`config.mk`:
```
export PLATFORM = sky130hd
export DESIGN_NAME = wbuf_top
export DESIGN_NICKNAME = d
export VERILOG_FILES = /design/src/wbuf_cfg_pkg.sv /design/src/wbuf_types_pkg.sv /design/src/wbuf_top.sv /design/src/wbuf_tx_track.sv /design/src/wbuf_tx_split.sv /design/src/wbuf_store.sv /design/src/wbuf_rr_arb.sv
export SDC_FILE = /design/constraint.sdc
export NUM_CORES = 1
export LEC_CHECK = 0
export BUFFER_PORTS_ARGS = -buffer_cell sky130_fd_sc_hd__buf_2
export CORE_MARGIN = 1.5
export CORE_UTILIZATION = 46
export CTS_CLUSTER_SIZE = 40
export DETAILED_ROUTE_END_ITERATION = 12
export PLACE_DENSITY = 0.7
export RECOVER_POWER = 50
export SETUP_SLACK_MARGIN = 0.5
export SYNTH_ARGS = -nofsm -noshare
export SYNTH_HDL_FRONTEND = slang
export SYNTH_SLANG_ARGS = --single-unit
```
`constraint.sdc`:
```
create_clock -name clk_i -period 7.4 [get_ports clk_i]
set_input_delay 1.11 -clock clk_i [delete_from_list [all_inputs] [get_ports clk_i]]
set_output_delay 1.11 -clock clk_i [all_outputs]
set_load 0.05 [all_outputs]
```
`src/wbuf_cfg_pkg.sv`:
```
////////////////////////////////////////////////////////////////////////////
// sizes and widths of the coalescing write buffer
// 32-bit data path only, one word per entry
// MaxTx must be a power of two, the return-ID queue relies on pointer wrap
////////////////////////////////////////////////////////////////////////////

`default_nettype none

package wbuf_cfg_pkg;

  // address and data path
  localparam int unsigned AddrWidth = 32;
  localparam int unsigned DataWidth = 32;
  localparam int unsigned NumBytes  = DataWidth / 8;
  localparam int unsigned OffWidth  = $clog2(NumBytes);
  // word address, i.e. the byte address without its offset
  localparam int unsigned WtagWidth = AddrWidth - OffWidth;

  // buffer entries
  localparam int unsigned WbufDepth = 4;
  localparam int unsigned PtrWidth  = $clog2(WbufDepth);

  // in-flight write transactions
  localparam int unsigned MaxTx     = 2;
  localparam int unsigned TxIdWidth = $clog2(MaxTx);

  // transfer size codes on the memory port
  localparam int unsigned SizeWidth = 2;
  localparam logic [SizeWidth-1:0] SizeByte = 2'd0;
  localparam logic [SizeWidth-1:0] SizeHalf = 2'd1;
  localparam logic [SizeWidth-1:0] SizeWord = 2'd2;

endpackage

`default_nettype wire
```
`src/wbuf_types_pkg.sv`:
```
////////////////////////////////////////////////////////////////////////////
// port and state structs of the write buffer
// the memory request address is aligned to its size by the sender
////////////////////////////////////////////////////////////////////////////

`default_nettype none

package wbuf_types_pkg;

  // store request from the core, held until granted
  typedef struct packed {
    logic                                 req;
    logic [wbuf_cfg_pkg::AddrWidth-1:0]   addr;
    logic [wbuf_cfg_pkg::DataWidth-1:0]   wdata;
    logic [wbuf_cfg_pkg::NumBytes-1:0]    be;
  } core_wreq_t;

  // write request to memory, short data replicated over the bus
  typedef struct packed {
    logic [wbuf_cfg_pkg::AddrWidth-1:0]   addr;
    logic [wbuf_cfg_pkg::SizeWidth-1:0]   size;
    logic [wbuf_cfg_pkg::DataWidth-1:0]   wdata;
    logic [wbuf_cfg_pkg::TxIdWidth-1:0]   id;
  } mem_wreq_t;

  // write response, one cycle per transfer
  typedef struct packed {
    logic                                 valid;
    logic [wbuf_cfg_pkg::TxIdWidth-1:0]   id;
  } mem_rtrn_t;

  // one buffered word with per-byte valid/dirty/txblock
  typedef struct packed {
    logic [wbuf_cfg_pkg::WtagWidth-1:0]   wtag;
    logic [wbuf_cfg_pkg::DataWidth-1:0]   data;
    logic [wbuf_cfg_pkg::NumBytes-1:0]    valid;
    logic [wbuf_cfg_pkg::NumBytes-1:0]    dirty;
    logic [wbuf_cfg_pkg::NumBytes-1:0]    txblock;
  } wbuf_entry_t;

  // one in-flight transaction slot
  typedef struct packed {
    logic                                 vld;
    logic [wbuf_cfg_pkg::PtrWidth-1:0]    ptr;
    logic [wbuf_cfg_pkg::NumBytes-1:0]    be;
  } tx_stat_t;

endpackage

`default_nettype wire

```
`src/wbuf_top.sv`:
```
////////////////////////////////////////////////////////////////////////////
// coalescing write buffer between a store port and a memory port
// a transfer is taken when mem_req_o and mem_ack_i are both high
////////////////////////////////////////////////////////////////////////////

`timescale 1ns/100ps
`default_nettype none

module wbuf_top (
  input  logic                        clk_i,
  input  logic                        rst_ni,
  input  wbuf_types_pkg::core_wreq_t  core_req_i,
  output logic                        core_gnt_o,
  output logic                        mem_req_o,
  output wbuf_types_pkg::mem_wreq_t   mem_wreq_o,
  input  logic                        mem_ack_i,
  input  wbuf_types_pkg::mem_rtrn_t   mem_rtrn_i,
  output logic                        empty_o
);

  wbuf_types_pkg::wbuf_entry_t [wbuf_cfg_pkg::WbufDepth-1:0] entries;
  logic [wbuf_cfg_pkg::WbufDepth-1:0][wbuf_cfg_pkg::NumBytes-1:0] sendable;
  logic [wbuf_cfg_pkg::WbufDepth-1:0] dirty_req;
  wbuf_types_pkg::wbuf_entry_t        dirty_entry;
  logic [wbuf_cfg_pkg::PtrWidth-1:0]  dirty_ptr;
  logic                               dirty_vld;
  logic [wbuf_cfg_pkg::MaxTx-1:0]     tx_free;
  logic [wbuf_cfg_pkg::TxIdWidth-1:0] tx_id;
  logic                               id_vld;
  wbuf_types_pkg::mem_wreq_t          split_wreq;
  logic [wbuf_cfg_pkg::NumBytes-1:0]  tx_be;
  logic                               accept;
  logic                               evict;
  logic [wbuf_cfg_pkg::PtrWidth-1:0]  evict_ptr;
  logic [wbuf_cfg_pkg::NumBytes-1:0]  evict_be;

  for (genvar k = 0; k < wbuf_cfg_pkg::WbufDepth; k++) begin : gen_dirty
    assign dirty_req[k] = |sendable[k];
  end

  // a word to send and a free ID
  assign mem_req_o  = dirty_vld && id_vld;
  assign accept     = mem_req_o && mem_ack_i;
  assign mem_wreq_o = '{addr:  split_wreq.addr,
                        size:  split_wreq.size,
                        wdata: split_wreq.wdata,
                        id:    tx_id};

  wbuf_store u_store (
    .clk_i       (clk_i),
    .rst_ni      (rst_ni),
    .core_req_i  (core_req_i),
    .send_en_i   (accept),
    .send_ptr_i  (dirty_ptr),
    .send_be_i   (tx_be),
    .evict_i     (evict),
    .evict_ptr_i (evict_ptr),
    .evict_be_i  (evict_be),
    .core_gnt_o  (core_gnt_o),
    .entries_o   (entries),
    .sendable_o  (sendable),
    .empty_o     (empty_o)
  );

  // next word with sendable bytes
  wbuf_rr_arb #(
    .NumIn     (wbuf_cfg_pkg::WbufDepth),
    .payload_t (wbuf_types_pkg::wbuf_entry_t)
  ) u_dirty_arb (
    .clk_i   (clk_i),
    .rst_ni  (rst_ni),
    .req_i   (dirty_req),
    .data_i  (entries),
    .gnt_i   (accept),
    .valid_o (dirty_vld),
    .data_o  (dirty_entry),
    .idx_o   (dirty_ptr)
  );

  // next free transaction ID, no payload
  wbuf_rr_arb #(
    .NumIn     (wbuf_cfg_pkg::MaxTx),
    .payload_t (logic)
  ) u_id_arb (
    .clk_i   (clk_i),
    .rst_ni  (rst_ni),
    .req_i   (tx_free),
    .data_i  ('0),
    .gnt_i   (accept),
    .valid_o (id_vld),
    .data_o  (),
    .idx_o   (tx_id)
  );

  wbuf_tx_split u_split (
    .entry_i (dirty_entry),
    .bmask_i (sendable[dirty_ptr]),
    .wreq_o  (split_wreq),
    .be_o    (tx_be)
  );

  wbuf_tx_track u_track (
    .clk_i       (clk_i),
    .rst_ni      (rst_ni),
    .send_en_i   (accept),
    .send_id_i   (tx_id),
    .send_ptr_i  (dirty_ptr),
    .send_be_i   (tx_be),
    .rtrn_i      (mem_rtrn_i),
    .free_o      (tx_free),
    .evict_o     (evict),
    .evict_ptr_o (evict_ptr),
    .evict_be_o  (evict_be)
  );

endmodule

`default_nettype wire

```
`src/wbuf_tx_track.sv`:
```
////////////////////////////////////////////////////////////////////////////
// transaction slot table, return-ID queue and eviction control
// each in-flight ID must return exactly once, in any order
// the queue does not fall through, eviction starts a cycle after the push
////////////////////////////////////////////////////////////////////////////

`timescale 1ns/100ps
`default_nettype none

module wbuf_tx_track (
  input  logic                                clk_i,
  input  logic                                rst_ni,
  input  logic                                send_en_i,
  input  logic [wbuf_cfg_pkg::TxIdWidth-1:0]  send_id_i,
  input  logic [wbuf_cfg_pkg::PtrWidth-1:0]   send_ptr_i,
  input  logic [wbuf_cfg_pkg::NumBytes-1:0]   send_be_i,
  input  wbuf_types_pkg::mem_rtrn_t           rtrn_i,
  output logic [wbuf_cfg_pkg::MaxTx-1:0]      free_o,
  output logic                                evict_o,
  output logic [wbuf_cfg_pkg::PtrWidth-1:0]   evict_ptr_o,
  output logic [wbuf_cfg_pkg::NumBytes-1:0]   evict_be_o
);

  wbuf_types_pkg::tx_stat_t [wbuf_cfg_pkg::MaxTx-1:0] tx_d, tx_q;

  ////////////////////////////////////////////////////////////////////////////
  // return-ID queue
  ////////////////////////////////////////////////////////////////////////////

  logic [wbuf_cfg_pkg::TxIdWidth-1:0] rq_mem_q [wbuf_cfg_pkg::MaxTx];
  logic [wbuf_cfg_pkg::TxIdWidth-1:0] rq_wr_q, rq_rd_q;
  logic [wbuf_cfg_pkg::TxIdWidth:0]   rq_cnt_q;
  logic [wbuf_cfg_pkg::TxIdWidth-1:0] rtrn_id;

  // one eviction per cycle while IDs are queued
  assign evict_o = (rq_cnt_q != '0);
  assign rtrn_id = rq_mem_q[rq_rd_q];

  always_ff @(posedge clk_i) begin : p_rq_mem
    if (rtrn_i.valid) begin
      rq_mem_q[rq_wr_q] <= rtrn_i.id;
    end
  end

  always_ff @(posedge clk_i or negedge rst_ni) begin : p_rq_ptr
    if (!rst_ni) begin
      rq_wr_q  <= '0;
      rq_rd_q  <= '0;
      rq_cnt_q <= '0;
    end else begin
      if (rtrn_i.valid) begin
        rq_wr_q <= rq_wr_q + 1'b1;
      end
      if (evict_o) begin
        rq_rd_q <= rq_rd_q + 1'b1;
      end
      rq_cnt_q <= rq_cnt_q + rtrn_i.valid - evict_o;
    end
  end

  ////////////////////////////////////////////////////////////////////////////
  // slot table
  ////////////////////////////////////////////////////////////////////////////

  always_comb begin : p_slots
    tx_d = tx_q;
    if (evict_o) begin
      tx_d[rtrn_id].vld = 1'b0;
    end
    if (send_en_i) begin
      tx_d[send_id_i].vld = 1'b1;
      tx_d[send_id_i].ptr = send_ptr_i;
      tx_d[send_id_i].be  = send_be_i;
    end
  end

  for (genvar k = 0; k < wbuf_cfg_pkg::MaxTx; k++) begin : gen_free
    assign free_o[k] = !tx_q[k].vld;
  end

  assign evict_ptr_o = tx_q[rtrn_id].ptr;
  assign evict_be_o  = tx_q[rtrn_id].be;

  always_ff @(posedge clk_i or negedge rst_ni) begin : p_regs
    if (!rst_ni) begin
      tx_q <= '0;
    end else begin
      tx_q <= tx_d;
    end
  end

  // responses only for transfers that are out
  a_rtrn_valid: assert property (@(posedge clk_i) disable iff (!rst_ni)
    rtrn_i.valid |-> tx_q[rtrn_i.id].vld)
    else $error("response for idle slot %0d", rtrn_i.id);

  // the ID arbiter must not hand out the slot being released
  a_no_reuse: assert property (@(posedge clk_i) disable iff (!rst_ni)
    (evict_o && send_en_i) |-> (send_id_i != rtrn_id))
    else $error("slot %0d allocated while being freed", send_id_i);

endmodule

`default_nettype wire

```
`src/wbuf_tx_split.sv`:
```
////////////////////////////////////////////////////////////////////////////
// splits a sendable byte mask into one naturally aligned transfer
// bytes not covered stay dirty and leave in a later transfer
// the id field of wreq_o is left zero
////////////////////////////////////////////////////////////////////////////

`timescale 1ns/100ps
`default_nettype none

module wbuf_tx_split (
  input  wbuf_types_pkg::wbuf_entry_t        entry_i,
  input  logic [wbuf_cfg_pkg::NumBytes-1:0]  bmask_i,
  output wbuf_types_pkg::mem_wreq_t          wreq_o,
  output logic [wbuf_cfg_pkg::NumBytes-1:0]  be_o
);

  logic [wbuf_cfg_pkg::OffWidth-1:0]  off;
  logic [wbuf_cfg_pkg::SizeWidth-1:0] size;
  logic [wbuf_cfg_pkg::DataWidth-1:0] wdata;

  // offset of the lowest set byte
  always_comb begin : p_off
    off = '0;
    for (int b = wbuf_cfg_pkg::NumBytes - 1; b >= 0; b--) begin
      if (bmask_i[b]) begin
        off = b[wbuf_cfg_pkg::OffWidth-1:0];
      end
    end
  end

  // largest aligned size starting at off
  always_comb begin : p_size
    size       = wbuf_cfg_pkg::SizeByte;
    be_o       = '0;
    be_o[off]  = 1'b1;
    wdata      = {wbuf_cfg_pkg::NumBytes{entry_i.data[8*off +: 8]}};
    if (off == '0 && &bmask_i) begin
      size  = wbuf_cfg_pkg::SizeWord;
      be_o  = '1;
      wdata = entry_i.data;
    end else if (!off[0] && bmask_i[off + 1'b1]) begin
      // halfword on an even offset, replicated twice
      size               = wbuf_cfg_pkg::SizeHalf;
      be_o[off + 1'b1]   = 1'b1;
      wdata              = {(wbuf_cfg_pkg::NumBytes / 2){entry_i.data[8*off +: 16]}};
    end
  end

  assign wreq_o.addr  = {entry_i.wtag, off};
  assign wreq_o.size  = size;
  assign wreq_o.wdata = wdata;
  assign wreq_o.id    = '0;

endmodule

`default_nettype wire

```
`src/wbuf_store.sv`:
```
////////////////////////////////////////////////////////////////////////////
// buffer entries with coalescing, byte-state updates and store grant
// byte states valid/dirty/txblock: 000 free, 110 dirty, 101 in flight,
// 111 rewritten while in flight and sent again after the response
// a word with any byte in flight sends nothing until that response
////////////////////////////////////////////////////////////////////////////

`timescale 1ns/100ps
`default_nettype none

module wbuf_store (
  input  logic                                clk_i,
  input  logic                                rst_ni,
  input  wbuf_types_pkg::core_wreq_t          core_req_i,
  input  logic                                send_en_i,
  input  logic [wbuf_cfg_pkg::PtrWidth-1:0]   send_ptr_i,
  input  logic [wbuf_cfg_pkg::NumBytes-1:0]   send_be_i,
  input  logic                                evict_i,
  input  logic [wbuf_cfg_pkg::PtrWidth-1:0]   evict_ptr_i,
  input  logic [wbuf_cfg_pkg::NumBytes-1:0]   evict_be_i,
  output logic                                core_gnt_o,
  output wbuf_types_pkg::wbuf_entry_t [wbuf_cfg_pkg::WbufDepth-1:0] entries_o,
  output logic [wbuf_cfg_pkg::WbufDepth-1:0][wbuf_cfg_pkg::NumBytes-1:0] sendable_o,
  output logic                                empty_o
);

  wbuf_types_pkg::wbuf_entry_t [wbuf_cfg_pkg::WbufDepth-1:0] entries_d, entries_q;
  logic [wbuf_cfg_pkg::WbufDepth-1:0] hit_oh;
  logic [wbuf_cfg_pkg::WbufDepth-1:0] free;
  logic [wbuf_cfg_pkg::PtrWidth-1:0]  hit_ptr, free_ptr, wr_ptr;
  logic [wbuf_cfg_pkg::WtagWidth-1:0] req_wtag;

  assign req_wtag = core_req_i.addr[wbuf_cfg_pkg::AddrWidth-1:wbuf_cfg_pkg::OffWidth];

  for (genvar k = 0; k < wbuf_cfg_pkg::WbufDepth; k++) begin : gen_flags
    // an entry is free once no byte is valid
    assign free[k]       = ~|entries_q[k].valid;
    assign hit_oh[k]     = !free[k] && (entries_q[k].wtag == req_wtag);
    // no resend while a transfer of this word is outstanding
    assign sendable_o[k] = (|entries_q[k].txblock) ? '0
                         : entries_q[k].valid & entries_q[k].dirty;
  end

  // lowest hit and lowest free entry
  always_comb begin : p_search
    hit_ptr  = '0;
    free_ptr = '0;
    for (int k = wbuf_cfg_pkg::WbufDepth - 1; k >= 0; k--) begin
      if (hit_oh[k]) begin
        hit_ptr = k[wbuf_cfg_pkg::PtrWidth-1:0];
      end
      if (free[k]) begin
        free_ptr = k[wbuf_cfg_pkg::PtrWidth-1:0];
      end
    end
  end

  assign wr_ptr     = (|hit_oh) ? hit_ptr : free_ptr;
  assign core_gnt_o = core_req_i.req && ((|hit_oh) || (|free));
  assign empty_o    = &free;
  assign entries_o  = entries_q;

  always_comb begin : p_update
    entries_d = entries_q;

    // response came back, release the bytes unless rewritten meanwhile
    if (evict_i) begin
      for (int b = 0; b < wbuf_cfg_pkg::NumBytes; b++) begin
        if (evict_be_i[b]) begin
          entries_d[evict_ptr_i].txblock[b] = 1'b0;
          if (!entries_q[evict_ptr_i].dirty[b]) begin
            entries_d[evict_ptr_i].valid[b] = 1'b0;
          end
        end
      end
    end

    // accepted transfer, bytes go from dirty to in flight
    if (send_en_i) begin
      for (int b = 0; b < wbuf_cfg_pkg::NumBytes; b++) begin
        if (send_be_i[b]) begin
          entries_d[send_ptr_i].dirty[b]   = 1'b0;
          entries_d[send_ptr_i].txblock[b] = 1'b1;
        end
      end
    end

    // granted store merges last, so it wins over both above
    if (core_gnt_o) begin
      entries_d[wr_ptr].wtag = req_wtag;
      for (int b = 0; b < wbuf_cfg_pkg::NumBytes; b++) begin
        if (core_req_i.be[b]) begin
          entries_d[wr_ptr].valid[b]      = 1'b1;
          entries_d[wr_ptr].dirty[b]      = 1'b1;
          entries_d[wr_ptr].data[8*b +: 8] = core_req_i.wdata[8*b +: 8];
        end
      end
    end
  end

  always_ff @(posedge clk_i or negedge rst_ni) begin : p_regs
    if (!rst_ni) begin
      entries_q <= '0;
    end else begin
      entries_q <= entries_d;
    end
  end

  // a word lives in one entry only
  a_hit_onehot: assert property (@(posedge clk_i) disable iff (!rst_ni)
    core_req_i.req |-> $onehot0(hit_oh))
    else $error("store address hits more than one entry");

  for (genvar k = 0; k < wbuf_cfg_pkg::WbufDepth; k++) begin : gen_chk_entry
    for (genvar b = 0; b < wbuf_cfg_pkg::NumBytes; b++) begin : gen_chk_byte
      a_byte_state: assert property (@(posedge clk_i) disable iff (!rst_ni)
        {entries_q[k].valid[b], entries_q[k].dirty[b], entries_q[k].txblock[b]}
          inside {3'b000, 3'b110, 3'b101, 3'b111})
        else $error("illegal byte state in entry %0d byte %0d", k, b);
    end
  end

endmodule

`default_nettype wire

```
`src/wbuf_rr_arb.sv`:
```
////////////////////////////////////////////////////////////////////////////
// locking round-robin arbiter with a generic payload
// a pending ungranted choice stays locked, so the chosen request
// must not drop before gnt_i
////////////////////////////////////////////////////////////////////////////

`timescale 1ns/100ps
`default_nettype none

module wbuf_rr_arb #(
  parameter int unsigned NumIn = 4,
  parameter type payload_t = logic,
  localparam int unsigned IdxWidth = (NumIn > 1) ? $clog2(NumIn) : 1
) (
  input  logic                      clk_i,
  input  logic                      rst_ni,
  input  logic     [NumIn-1:0]      req_i,
  input  payload_t [NumIn-1:0]      data_i,
  input  logic                      gnt_i,
  output logic                      valid_o,
  output payload_t                  data_o,
  output logic     [IdxWidth-1:0]   idx_o
);

  // last granted index sets the search start
  logic [IdxWidth-1:0] rr_q;
  logic                lock_q;
  logic [IdxWidth-1:0] lock_idx_q;
  logic [IdxWidth-1:0] sel_idx;

  // first request after the last grant, wrapping around
  always_comb begin : p_search
    int unsigned j;
    int unsigned base;
    logic        found;
    sel_idx = '0;
    found   = 1'b0;
    base    = rr_q;
    for (int unsigned i = 1; i <= NumIn; i++) begin
      j = (base + i) % NumIn;
      if (!found && req_i[j]) begin
        found   = 1'b1;
        sel_idx = j[IdxWidth-1:0];
      end
    end
  end

  assign valid_o = |req_i;
  assign idx_o   = lock_q ? lock_idx_q : sel_idx;
  assign data_o  = data_i[idx_o];

  always_ff @(posedge clk_i or negedge rst_ni) begin : p_regs
    if (!rst_ni) begin
      rr_q       <= '0;
      lock_q     <= 1'b0;
      lock_idx_q <= '0;
    end else begin
      // hold the choice while the consumer stalls
      lock_q     <= valid_o && !gnt_i;
      lock_idx_q <= idx_o;
      if (valid_o && gnt_i) begin
        rr_q <= idx_o;
      end
    end
  end

  // a locked request has to wait for its grant
  a_lock_held: assert property (@(posedge clk_i) disable iff (!rst_ni)
    lock_q |-> req_i[lock_idx_q])
    else $error("locked request dropped before grant");

endmodule

`default_nettype wire

```
### Word level (Yosys, flattened, before mapping)

Memory sizes are Yosys's and may differ from the RTL's.
Cells that the tools add are included.

| word-level totals | value |
|---|---|
| register bits after elaboration | 322 |
| memory bits (writable) | 2 |
| memories kept | 1 |
| word-level logic and storage cells | 327 |
| output and inout port bits | 70 |

| cells by class | value |
|---|---|
| eq/ne operators | 4 |
| shift-type cells | 2 |
| mux-type cells | 192 |
| add/subtract/negate cells | 11 |
| bitwise logic cells | 5 |
| reductions and logical operators | 57 |
| magnitude comparators | 20 |

Memories:

| name | words | bits a word | read ports | clocked after Yosys merged registers in | wr ports | RTL line | source |
|---|---|---|---|---|---|---|---|
| u_track.rq_mem_q | 2 | 1 | 1 | 0 | 1 | wbuf_tx_track.sv:30 | `logic [wbuf_cfg_pkg::TxIdWidth-1:0] rq_mem_q [wbuf_cfg_pkg::MaxTx];` |

Operator list:

| operator | count |
|---|---|
| $bwmux 296 | 29 |
| $mux 296 | 28 |
| $demux 74 s2 | 29 |
| $bmux 74 s2 | 2 |
| $mux 74 | 2 |
| $eq 30x30->1 | 4 |
| $mux 32 | 2 |
| $bwmux 14 | 4 |
| $reduce_or 4->1 | 14 |
| $mux 44 | 1 |
| $mux 2 | 21 |
| $mux 4 | 10 |
| $mux 36 | 1 |
| $shiftx 32x6->16 | 1 |
| $shiftx 32x6->8 | 1 |
| $mux 6 | 5 |
| $demux 7 s1 | 4 |
| $mux 14 | 2 |
| $mux 28 | 1 |
| $mux 7 | 4 |
| $lt 2x3->1 const B | 9 |
| $logic_and 1x1->1 | 24 |
| $mux 12 | 2 |
| $mux 8 | 3 |
| 27 further kinds | 88 |

### Longest topological paths before layout

Gate-level depths: netlist of the first run.

| logic depth | value |
|---|---|
| depth in word-level cells | 65 |
| mapped depth | 22 |
| gate-level depth less buffers | 16 |

### Modules after synthesis

From an unflattened synthesis of the first run, not the netlist that was laid out.

| second synthesis, totals | value |
|---|---|
| cell total of the unflattened synthesis | 1,825 |
| area total of the unflattened synthesis | 19,144.6 µm² |

By module, submodules not included:

| module | cells each | instances | area each (µm²) |
|---|---|---|---|
| wbuf_store | 976 | 1 | 13,317.8 |
| wbuf_rr_arb (u_dirty_arb) | 576 | 1 | 3,393.3 |
| wbuf_tx_split | 191 | 1 | 1,271.2 |
| wbuf_tx_track | 58 | 1 | 869.6 |
| wbuf_top | 12 | 1 | 158.9 |
| wbuf_rr_arb (u_id_arb) | 12 | 1 | 133.9 |

### Worst setup path before layout of the first run

No wires, ideal clock.

| path | value |
|---|---|
| path type | register to output |
| from | register u_store.entries_q (netlist bit u_store.entries_o[148]) |
| to | output port mem_wreq_o[25] (netlist bit) |
| buffers on the path | 2 |
| setup slack | 0.575 ns |
| cell stages (with the launch flop) | 17 |
| arrival time | 5.715 ns |
| required time | 6.290 ns |
| cell sequence | dfrtp_1 > or4_4 > a21oi_2 > nor2_2 > nor4_4 > nor2_4 > or3_1 > a32o_1 > nor3_4 > inv_4 > buf_6 > buf_6 > ha_1 > and3_1 > nand2_1 > clkinv_1 > a221oi_1 |

RTL lines:

| what | RTL line | source |
|---|---|---|
| from (decl) | wbuf_store.sv:27 | `wbuf_types_pkg::wbuf_entry_t [wbuf_cfg_pkg::WbufDepth-1:0] entries_d, entries_q;` |
| from (signal assigned) | wbuf_store.sv:105 | `entries_q <= entries_d;` |
| to (decl) | wbuf_top.sv:15 | `output wbuf_types_pkg::mem_wreq_t mem_wreq_o,` |

==> results of run 1 <==
-- cell families (layout without fill, tap and decap cells) --
kind of cell    count (synthesis)  in the layout  synth area share (%)
compound gates                244            244                  9.34
buf+inv                       126            249                  3.05
xor+xnor                      123            123                  6.32
flops                         324            324                  47.6
mux                           286            286                  19.0
simple gates                  539            541                  14.3
other cells                     0              3                     0
fa+ha+maj                       4              4                 0.294
-- how the worst max path moves through the flow --
stage	start	to	slack (ps)	cells after the start
after floorplan	u_store.entries_o[148]	mem_wreq_o[25]	580	16
after global placement	u_store.entries_o[0]	mem_wreq_o[26]	750	16
after detailed placement	u_store.entries_o[148]	mem_wreq_o[25]	720	17
after CTS	u_store.entries_o[222]	mem_wreq_o[26]	500	17
after global routing	u_store.entries_o[77]	mem_wreq_o[30]	360	19
final	u_store.entries_o[77]	mem_wreq_o[25]	530	19
-- flip-flops by register name, summed over array words and instances, names as in the netlist --
name	flops
u_store.entries_o	296
u_id_arb.lock_idx_q	1
u_dirty_arb.lock_idx_q	2
u_dirty_arb.rr_q	2
u_track.tx_q	14
u_track.rq_wr_q	1
u_track.rq_cnt_q	2
u_dirty_arb.lock_q	1
u_track.rq_rd_q	1
u_id_arb.rr_q	1
u_track.rq_mem_q	2
u_id_arb.lock_q	1
-- repair_timing --
action,in CTS,in global routing
endpoints found under the setup margin,6,17
resized for setup,7,21
pin swaps,4,1
gates cloned,2,0
setup buffers,3,2
-- layer usage --
layer  track usage, %  vias up  wire, µm  part of all wire [%]
met3             5.77      101      3520                   7.3
li1                 -     6000         -                     -
met5                0        -        80                  0.17
met4             8.04       12      1070                   2.2
met1             34.2     6710     20700                    43
met2             40.5      480     23000                    48
-- area by class of cell --
type                            instances  area, µm²
Clock buffer                           55       1110
Tap cell                              468        586
Inverter                               15       70.1
Sequential cell                       324       8120
Antenna cell                            3       7.51
Multi-Input combinational cell       1198       8530
Timing Repair Buffer                  167        921
Clock inverter                         12        164
Fill cell                            3148      17000
-- where the power goes --
part / switching (mW) / internal, mW / total, mW
clock network: 0.742 / 1.17 / 1.92
registers: 0.0179 / 1.80 / 1.82
logic: 0.128 / 0.0657 / 0.194
-- layout by cell type (no fill, tap or decap), drive strengths merged, types with 4 or more instances in the layout --
master	synthesis	routed
nand2	337	337
dfrtp	322	322
mux2	263	263
buf	20	159
o21ai	86	86
xnor2	76	76
clkbuf	91	62
xor2	47	47
a31oi	39	39
and3	37	37
nand3	37	37
nor2	34	34
a21oi	28	28
nand4	26	26
o31ai	24	24
nor4	21	21
mux2i	21	21
inv	14	15
or4	11	11
and2	9	11
nor3	10	10
a32o	7	7
clkinv	1	7
a21o	6	6
nor2b	6	6
a22oi	6	6
o22ai	5	5
or3	5	5
o21a	5	5
o211ai	4	4
a2bb2oi	4	4
o221ai	4	4
bufinv	0	4
ha	4	4
-- per-stage QoR --
| step | instances | instance area [µm²] | power (mW) | worst slack [ps] | hold slack (ps) |
|---|---|---|---|---|---|
| 6_report | 2242 | 19500 | 3.93 | 535 | 485 |
| 3_3_place_gp | 2165 | 18100 | 2.04 | 754 | 458 |
| 5_1_grt | 2241 | 19500 | 4.04 | 360 | 511 |
| 3_5_place_dp | 2165 | 18100 | 2.04 | 720 | 476 |
| 4_1_cts | 2237 | 19400 | 3.95 | 496 | 486 |
| 2_1_floorplan | 1646 | 17000 | 1.95 | 575 | 446 |
-- critical path: stages, from the launching register on --
cell and delay, ps:
dfrtp_1 370, or4_1 680, a41o_4 330, a311oi_1 440, nor4_4 120, nor2_4 260
inv_6 170, o311ai_2 370, and2_2 300, a21oi_2 40, buf_4 210, inv_2 140
ha_2 310, and3_1 220, nand2_1 60, buf_4 220, clkinvlp_4 190, o31ai_2 90
a221oi_2 320, clkbuf_4 310
==> flow_summary.ini, run 1 <==
[hold_path]
hp-class = flop to flop
hold_depth = 1
holdPathEnd = u_track.rq_wr_q
hold_path.startpoint = u_track.rq_wr_q

[global_route]
grt_usage_pct = 25.3
grt_pass1_wl_um = 75400
grt_max_degree = 146
gr-total-overflow = 0
grt_antenna_before_repair = 9
grt_pass1_vias = 13100

[timing]
max_freq_mhz = 146
skew_ps = 22.8
setup_tns_ps = 0
fin_crit_sh_pct = 92.8
slew_violations = 169
tightest_slew_ps = 5350
relSlewSlack_pct = -256
finalCriticalPeriod_ps = 6870
setup_viol = 0
hold_viol = 0
rsz0062_at_grt = false

[floorplanning]
start_util_pct = 46.7
dieArea_um2 = 38200
die_w_um = 196
std_cell_rows = 70
chipHeight_um = 196
core_um2 = 36500
pin_count = 144

[worst_setup_path]
reg2reg_depth = 10
crit_type = flop to output pin
cp_max_fo = 37
r2r_start = u_store.entries_o[208]
crit_arrival_ps = 5760
crit_path_start_kind = flop
required_ps = 6290
endpoint_kind = output pin
r2r-end = u_store.entries_o[249]
reg2reg_setup_slack_ps = 2160

[placed_design]
port_buffers = 141
routabilityCongestion = 0.915
dpl.hpwl_um = 31400

[synth]
synth_area_um2 = 17000
synth.area.top_cells = dfrtp_1, mux2_2, nand2_1
synth_top_area_share_pct = 47.3
synthArstFlopShare_pct = 99.4
yosysMostFrequentCell = nand2_1
ys_ff_latch = 324
synth.distinct_cells = 73
syn_nets = 1724
synth_area_leader_cell = dfrtp_1
ys_seq_area_share_pct = 47.6
yosysWarningCount = 0
postSynthCellCount = 1646
ys.flop_type = dfrtp_1
synth.avg_cell_area_um2 = 10.4
synth_common_cells = nand2_1, dfrtp_1, mux2_2
synth_edf_count = 2

[routing]
via_per_inst = 5.93
drt_first_pass_iters = 5
antenna_left = 0
wl_per_cell_um = 21.5
totalWireLength_um = 48300
route.detailed.drc = 0
vias = 13300
initialDrtViolationCount = 1152

[cts]
cts_buffers = 37
clkLatencyLatePin_ps = 550
clock-sinks = 324
hold_buffers = 0
cts_buffer_depth = 3
clkTransAtPathRegs_ps = 60
cts.htree.levels = 2
cts_root_buffer = clkbuf_16
cts_tree = built

[cells_and_area]
drive_above_1_share_pct = 29.5
area_growth_syn_to_layout_pct = 14.4
final_core_util_pct = 53.4
final_nets = 1821

[power_and_ir_drop]
p_leak_nw = 9.27
ir_worst_vdd_uv = 175
p_per_area_nw_per_um2 = 201

[status]
outcome = finished with violations
violations = max-capacitance violations, max-slew violations

[job]
maxCapViolCount = 3
Power figures use the tool's default switching activity.
==> inputs of run 2 (changes only) <==
--- a/config.mk
+++ b/config.mk
@@ -11,7 +11,6 @@
 export CTS_CLUSTER_SIZE = 40
 export DETAILED_ROUTE_END_ITERATION = 12
 export PLACE_DENSITY = 0.7
-export RECOVER_POWER = 50
 export SETUP_SLACK_MARGIN = 0.5
 export SYNTH_ARGS = -nofsm -noshare
 export SYNTH_HDL_FRONTEND = slang
==> run 2 against run 1 <==
  * The run now ends clean
  * Final area grew 0.15%
  * Global-route usage is the same
  * Total power about the same
  * Combinational power is essentially flat
  * Largest cell class unchanged
  * Critical path type unchanged
==> flow_summary.ini, run 2 (synthesized netlist as in run 1, its figures left out) <==
[status]
outcome = finished clean

[cells_and_area]
drive_above_1_share_pct = 30.0
layout_common_cells = nand2_1, dfrtp_1, mux2_2
final_nets = 1821
largest_register_ff_count = 296
stdcell_area_um2 = 19500
final_common_cell = nand2_1
final_core_util_pct = 53.5
area_growth_syn_to_layout_pct = 14.6
num-fill-cells = 3140

[placed_design]
port_buffers = 141
routabilityCongestion = 0.915
place_area_um2 = 18100
dpl.hpwl_um = 31400
pre_cts_ws_ps = 720

[power_and_ir_drop]
pwr-share-seq_pct = 46.3
p_int_mw = 3.04
ir_worst_vdd_uv = 176
p_leak_nw = 9.30
clkPwrFrac_pct = 48.8
p_per_area_nw_per_um2 = 201
power_frac_comb_pct = 4.9
total_power_mw = 3.92
p_switching_uw = 885
swShare_pct = 22.6

[floorplanning]
core_um2 = 36500
std_cell_rows = 70
die_w_um = 196
start_util_pct = 46.7
chipHeight_um = 196
pin_count = 144
dieArea_um2 = 38200

[timing]
max_freq_mhz = 149
skew_ps = 20.9
hold_viol = 0
setup_tns_ps = 0
setup_viol = 0
finalCriticalPeriod_ps = 6700
tightest_slew_ps = 1230
relSlewSlack_pct = 15.8
slew_violations = 0
fin_crit_sh_pct = 90.5
fin_ws_ps = 700
rsz0062_at_grt = false

[worst_setup_path]
required_ps = 6290
endpoint_kind = output pin
crit_arrival_ps = 5590
crit_path_max_incr_delay_ps = 680
slowest_stage = or4_1
crit_path_start_kind = flop
crit_type = flop to output pin
cp_max_fo = 37
crit_chain = or4_1 > a41o_4 > a311oi_2 > nor4_4 > nor2_4 > inv_6 > o31ai_1 > o22ai_1 > a21oi_2 > buf_4 > inv_2 > ha_2 > and3_1 > nand2_1 > buf_4 > clkinvlp_4 > o31ai_1 > o22a_1 > buf_2

[routing]
drt_first_pass_iters = 5
via_per_inst = 5.93
route.detailed.drc = 0
wl_per_cell_um = 21.5
vias = 13300
totalWireLength_um = 48200
antenna_left = 0
initialDrtViolationCount = 1213

[job]
maxCapViolCount = 0

[global_route]
grt_antenna_before_repair = 9
gr-total-overflow = 0
grt_pass1_wl_um = 75400
grt_pass1_vias = 13100
grt_usage_pct = 25.3
grt_max_degree = 146

[cts]
clock-sinks = 324
clkLatencyLatePin_ps = 550
cts.htree.levels = 2
cts_buffer_depth = 3
cts_buffers = 37
cts_root_buffer = clkbuf_16
hold_buffers = 0
cts_tree = built
clkTransAtPathRegs_ps = 60

[hold_path]
hp-class = flop to flop
[run 2: changes by cell type in the layout (fill, tap and decap cells not counted)]
cell,before,now
buf_4,24,25
buf_2,133,138
buf_8,1,2
a311oi_2,0,1
nor2_1,31,30
and2_1,5,7
nor2_4,2,3
clkdlybuf4s25_1,1,0
clkbuf_1,15,9
and2_0,2,0
a311oi_1,2,1
[run 2: repair_timing]
action / in CTS / in global routing
gates cloned: 2 / 0
resized for setup: 7 / 21
setup endpoints to repair: 6 / 17
pin swaps: 4 / 1
setup buffers: 3 / 2
[run 2: path summary, 6_finish.rpt]
check | start | endpoint | slack, ps | cells past startpoint
min in group asynchronous | rst_ni | u_store.entries_o[42] | 610 | 1
worst min-delay path | u_track.rq_wr_q | u_track.rq_wr_q | 480 | 1
worst min register to register | u_track.rq_wr_q | u_track.rq_wr_q | 480 | 1
worst max register to register | u_store.entries_o[77] | u_store.entries_o[151] | 2420 | 16
worst max-delay path | u_store.entries_o[77] | mem_wreq_o[30] | 700 | 19
max in group asynchronous | rst_ni | u_store.entries_o[55] | 5390 | 2
[run 2: power by group through the flow]
| stage | sequential, mW | combinational [mW] | clock [mW] |
|---|---|---|---|
| after global placement | 1.85 | 0.189 | 0 |
| final | 1.82 | 0.194 | 1.91 |
| after floorplan | 1.84 | 0.103 | 0 |
| after global routing | 1.82 | 0.216 | 2.00 |
| after detailed placement | 1.85 | 0.194 | 0 |
| after CTS | 1.82 | 0.195 | 1.94 |
[run 2: final cells by class]
type                            count  area, µm²  share of cell area [%]
Clock buffer                       55       1110                    5.66
Antenna cell                        3       7.51                  0.0384
Inverter                           15       70.1                   0.359
Timing Repair Buffer              167        936                    4.79
Clock inverter                     12        164                   0.839
Sequential cell                   324       8120                    41.6
Tap cell                          468        586                    3.00
Multi-Input combinational cell   1198       8540                    43.7
[run 2: metal layers]
layer	wire length, µm	share of wire (%)	vias to the layer above	track usage [%]
met3	3600	7.5	101	5.77
met2	23000	48	491	40.5
li1	-	-	6005	-
met5	80	0.17	-	0
met1	20400	42	6695	34.2
met4	1150	2.4	12	8.04
[run 2: stage by stage]
stage          hold slack [ps]  cells
2_1_floorplan              446   1646
3_3_place_gp               458   2165
3_5_place_dp               476   2165
4_1_cts                    486   2237
5_1_grt                    511   2241
6_report                   484   2242
[run 2: worst max-delay path, delay by kind of cell, from the launching register on]
kind	cells	cell delay, ps
adder cells (fa/ha/maj)	1	260
AO/OA/AOI/OAI	7	1750
flip-flops	1	370
buffers and inverters	6	1340
AND/OR/NAND/NOR	5	1310
==> inputs of run 3 (changes only) <==
==> constraint.sdc (replaced) <==
create_clock -name clk_i -period 7.4 [get_ports clk_i]
set_input_delay 1.11 -clock clk_i [delete_from_list [all_inputs] [get_ports clk_i]]
set_output_delay 1.11 -clock clk_i [all_outputs]
set_load 0.02 [all_outputs]
==> run 3 against run 2 <==
  * Die area did not move
  * Sequential share of layout area increased by 0.50 points
  * Non-clock buffer count decreased by 4
  * Clock power shrank 8%
  * Routed wire length down 0.90%
  * Cell count decreased by 0.31%
  * Critical path depth decreased by 1
  * Combinational power about the same
  * Global-route usage shrank 0.38 points
  * Register-to-register slack got worse by 30 ps
  * Flip-flop and latch count is the same
  * Total power shrank 3.9%
  * Largest cell class unchanged
==> flow_summary.ini, run 3 (synthesized netlist as in run 1, its figures left out) <==
[status]
outcome = finished clean

[global_route]
grt_pass1_wl_um = 74300
grt_usage_pct = 24.9
grt_max_degree = 185
grt_antenna_before_repair = 9
grt_pass1_vias = 13000
gr-total-overflow = 0

[power_and_ir_drop]
ir_worst_vdd_uv = 185
p_int_mw = 2.89
p_leak_nw = 9.20
p_switching_uw = 885
pwr-share-seq_pct = 48.1
swShare_pct = 23.5
power_frac_comb_pct = 5.1
p_per_area_nw_per_um2 = 195
clkPwrFrac_pct = 46.8

[cts]
cts.htree.levels = 2
clkLatencyLatePin_ps = 530
cts_root_buffer = clkbuf_16
clock-sinks = 324
cts_tree = built
cts_buffer_depth = 3
clkTransAtPathRegs_ps = 60
cts_buffers = 36

[cells_and_area]
largest_register_ff_count = 296
layout_common_cells = nand2_1, dfrtp_1, mux2_2
area_growth_syn_to_layout_pct = 13.2
instances_no_fill = 2235
stdcell_area_um2 = 19300
final_nets = 1816
final_common_cell = nand2_1
drive_above_1_share_pct = 29.1

[timing]
max_freq_mhz = 148
hold_slack_ps = 479
relSlewSlack_pct = 13.2
hold_viol = 0
tightest_slew_ps = 1290
finalCriticalPeriod_ps = 6750
slew_violations = 0
fin_ws_ps = 654
setup_viol = 0
setup_tns_ps = 0
fin_crit_sh_pct = 91.2
rsz0062_at_grt = false
skew_ps = 20.7

[floorplanning]
die_w_um = 196
pin_count = 144
start_util_pct = 46.7
std_cell_rows = 70
core_um2 = 36500
chipHeight_um = 196
dieArea_um2 = 38200

[worst_setup_path]
crit_type = flop to output pin
crit_top_cell = inv_2
endpoint_kind = output pin
startpoint = u_store.entries_o[77]
r2r-end = u_store.entries_o[77]
crit_chain = or4_1 > a41o_4 > a211oi_1 > o31ai_4 > and2_4 > inv_2 > buf_8 > o211a_1 > o211ai_1 > a21oi_2 > inv_2 > ha_2 > and3_1 > nand2_1 > buf_4 > clkinv_1 > a221oi_1 > buf_2
crit_path_max_incr_delay_ps = 660
reg2reg_setup_slack_ps = 2390
reg2reg_depth = 15
cp_max_fo = 41
required_ps = 6290
r2r_start = u_store.entries_o[0]
slowest_stage = or4_1
crit_path_start_kind = flop
crit_arrival_ps = 5640

[placed_design]
placed_cells = 2162
dpl.hpwl_um = 30800
pre_cts_ws_ps = 683
routabilityCongestion = 0.923
port_buffers = 141
place_area_um2 = 18100

[routing]
wl_met2_um = 22200
routed.top_layer = met5
route.met3.wl_um = 3430
vias = 13200
wl_met1_um = 20700
via_per_inst = 5.91
initialDrtViolationCount = 1196
drt_first_pass_iters = 5
route.detailed.drc = 0
wl_per_cell_um = 21.4
totalWireLength_um = 47800
antenna_left = 0

[hold_path]
holdPathEnd = u_track.tx_q[8]
hold_path.startpoint = u_track.tx_q[8]
hp-class = flop to flop
hold_depth = 2

[job]
maxCapViolCount = 0
## run 3: changes by cell type in the layout (fill, tap and decap cells not counted), moves of 2 or more
cell and change:
a221oi_1 +2, a221oi_2 -2, buf_2 +2, buf_4 -5
bufinv_16 -3, clkbuf_16 -3, clkinv_1 -2, clkinv_2 +2
o311ai_2 -2, o31ai_2 -2, or4_1 +2, or4_4 -2
## run 3: worst max-delay path by stage
stage | to | slack [ps]
3_5_place_dp | mem_wreq_o[26] | 680
6_report | mem_wreq_o[26] | 650
3_3_place_gp | mem_wreq_o[26] | 710
2_1_floorplan | mem_wreq_o[28] | 1460
5_1_grt | mem_wreq_o[30] | 500
4_1_cts | mem_wreq_o[26] | 510
## run 3: final cells by class
class / count / area (µm²)
fillers: 3182 / 17200
multi-input cells: 1198 / 8470
flip-flops and latches: 324 / 8120
clock buffers: 54 / 1050
repair buffers: 163 / 901
well taps: 468 / 586
clock inverters: 10 / 108
inverters: 15 / 61.3
diodes: 3 / 7.51
## run 3: stage by stage
stage / util (%) / power, mW
3_5_place_dp: 49.4 / 2.04
6_report: 52.8 / 3.77
5_1_grt: 52.8 / 3.89
3_3_place_gp: 49.4 / 2.03
2_1_floorplan: - / 1.95
4_1_cts: 52.7 / 3.80
## run 3: layer usage
metal	up-vias	global-route usage, %
li1	6001	-
met1	6652	34.2
met2	432	39.1
met3	105	5.63
met4	10	8.41
met5	-	0
## run 3: power groups by stage
stage	registers, mW	clock network, mW	logic (mW)
finish	1.82	1.76	0.192
global route	1.82	1.86	0.212
CTS	1.82	1.79	0.193
detailed placement	1.85	0	0.191
global placement	1.85	0	0.188
floorplan	1.84	0	0.103
## run 3: critical path, delay by kind of cell, from the launching register on
family | cells | cell delay [ps]
AO/OA/AOI/OAI | 7 | 1900
adder cells (fa/ha/maj) | 1 | 260
buffers and inverters | 6 | 1460
flip-flops | 1 | 380
AND/OR/NAND/NOR | 4 | 1110
## run 3: timing repair
item / 4_1_cts / 5_1_grt
setup buffers: 4 / 0
setup endpoints to repair: 11 / 8
hold endpoints to repair: 0 / 0
resized for setup: 1 / 7
pin swaps: 2 / 1
gates cloned: 2 / 0
hold buffers: 0 / 0
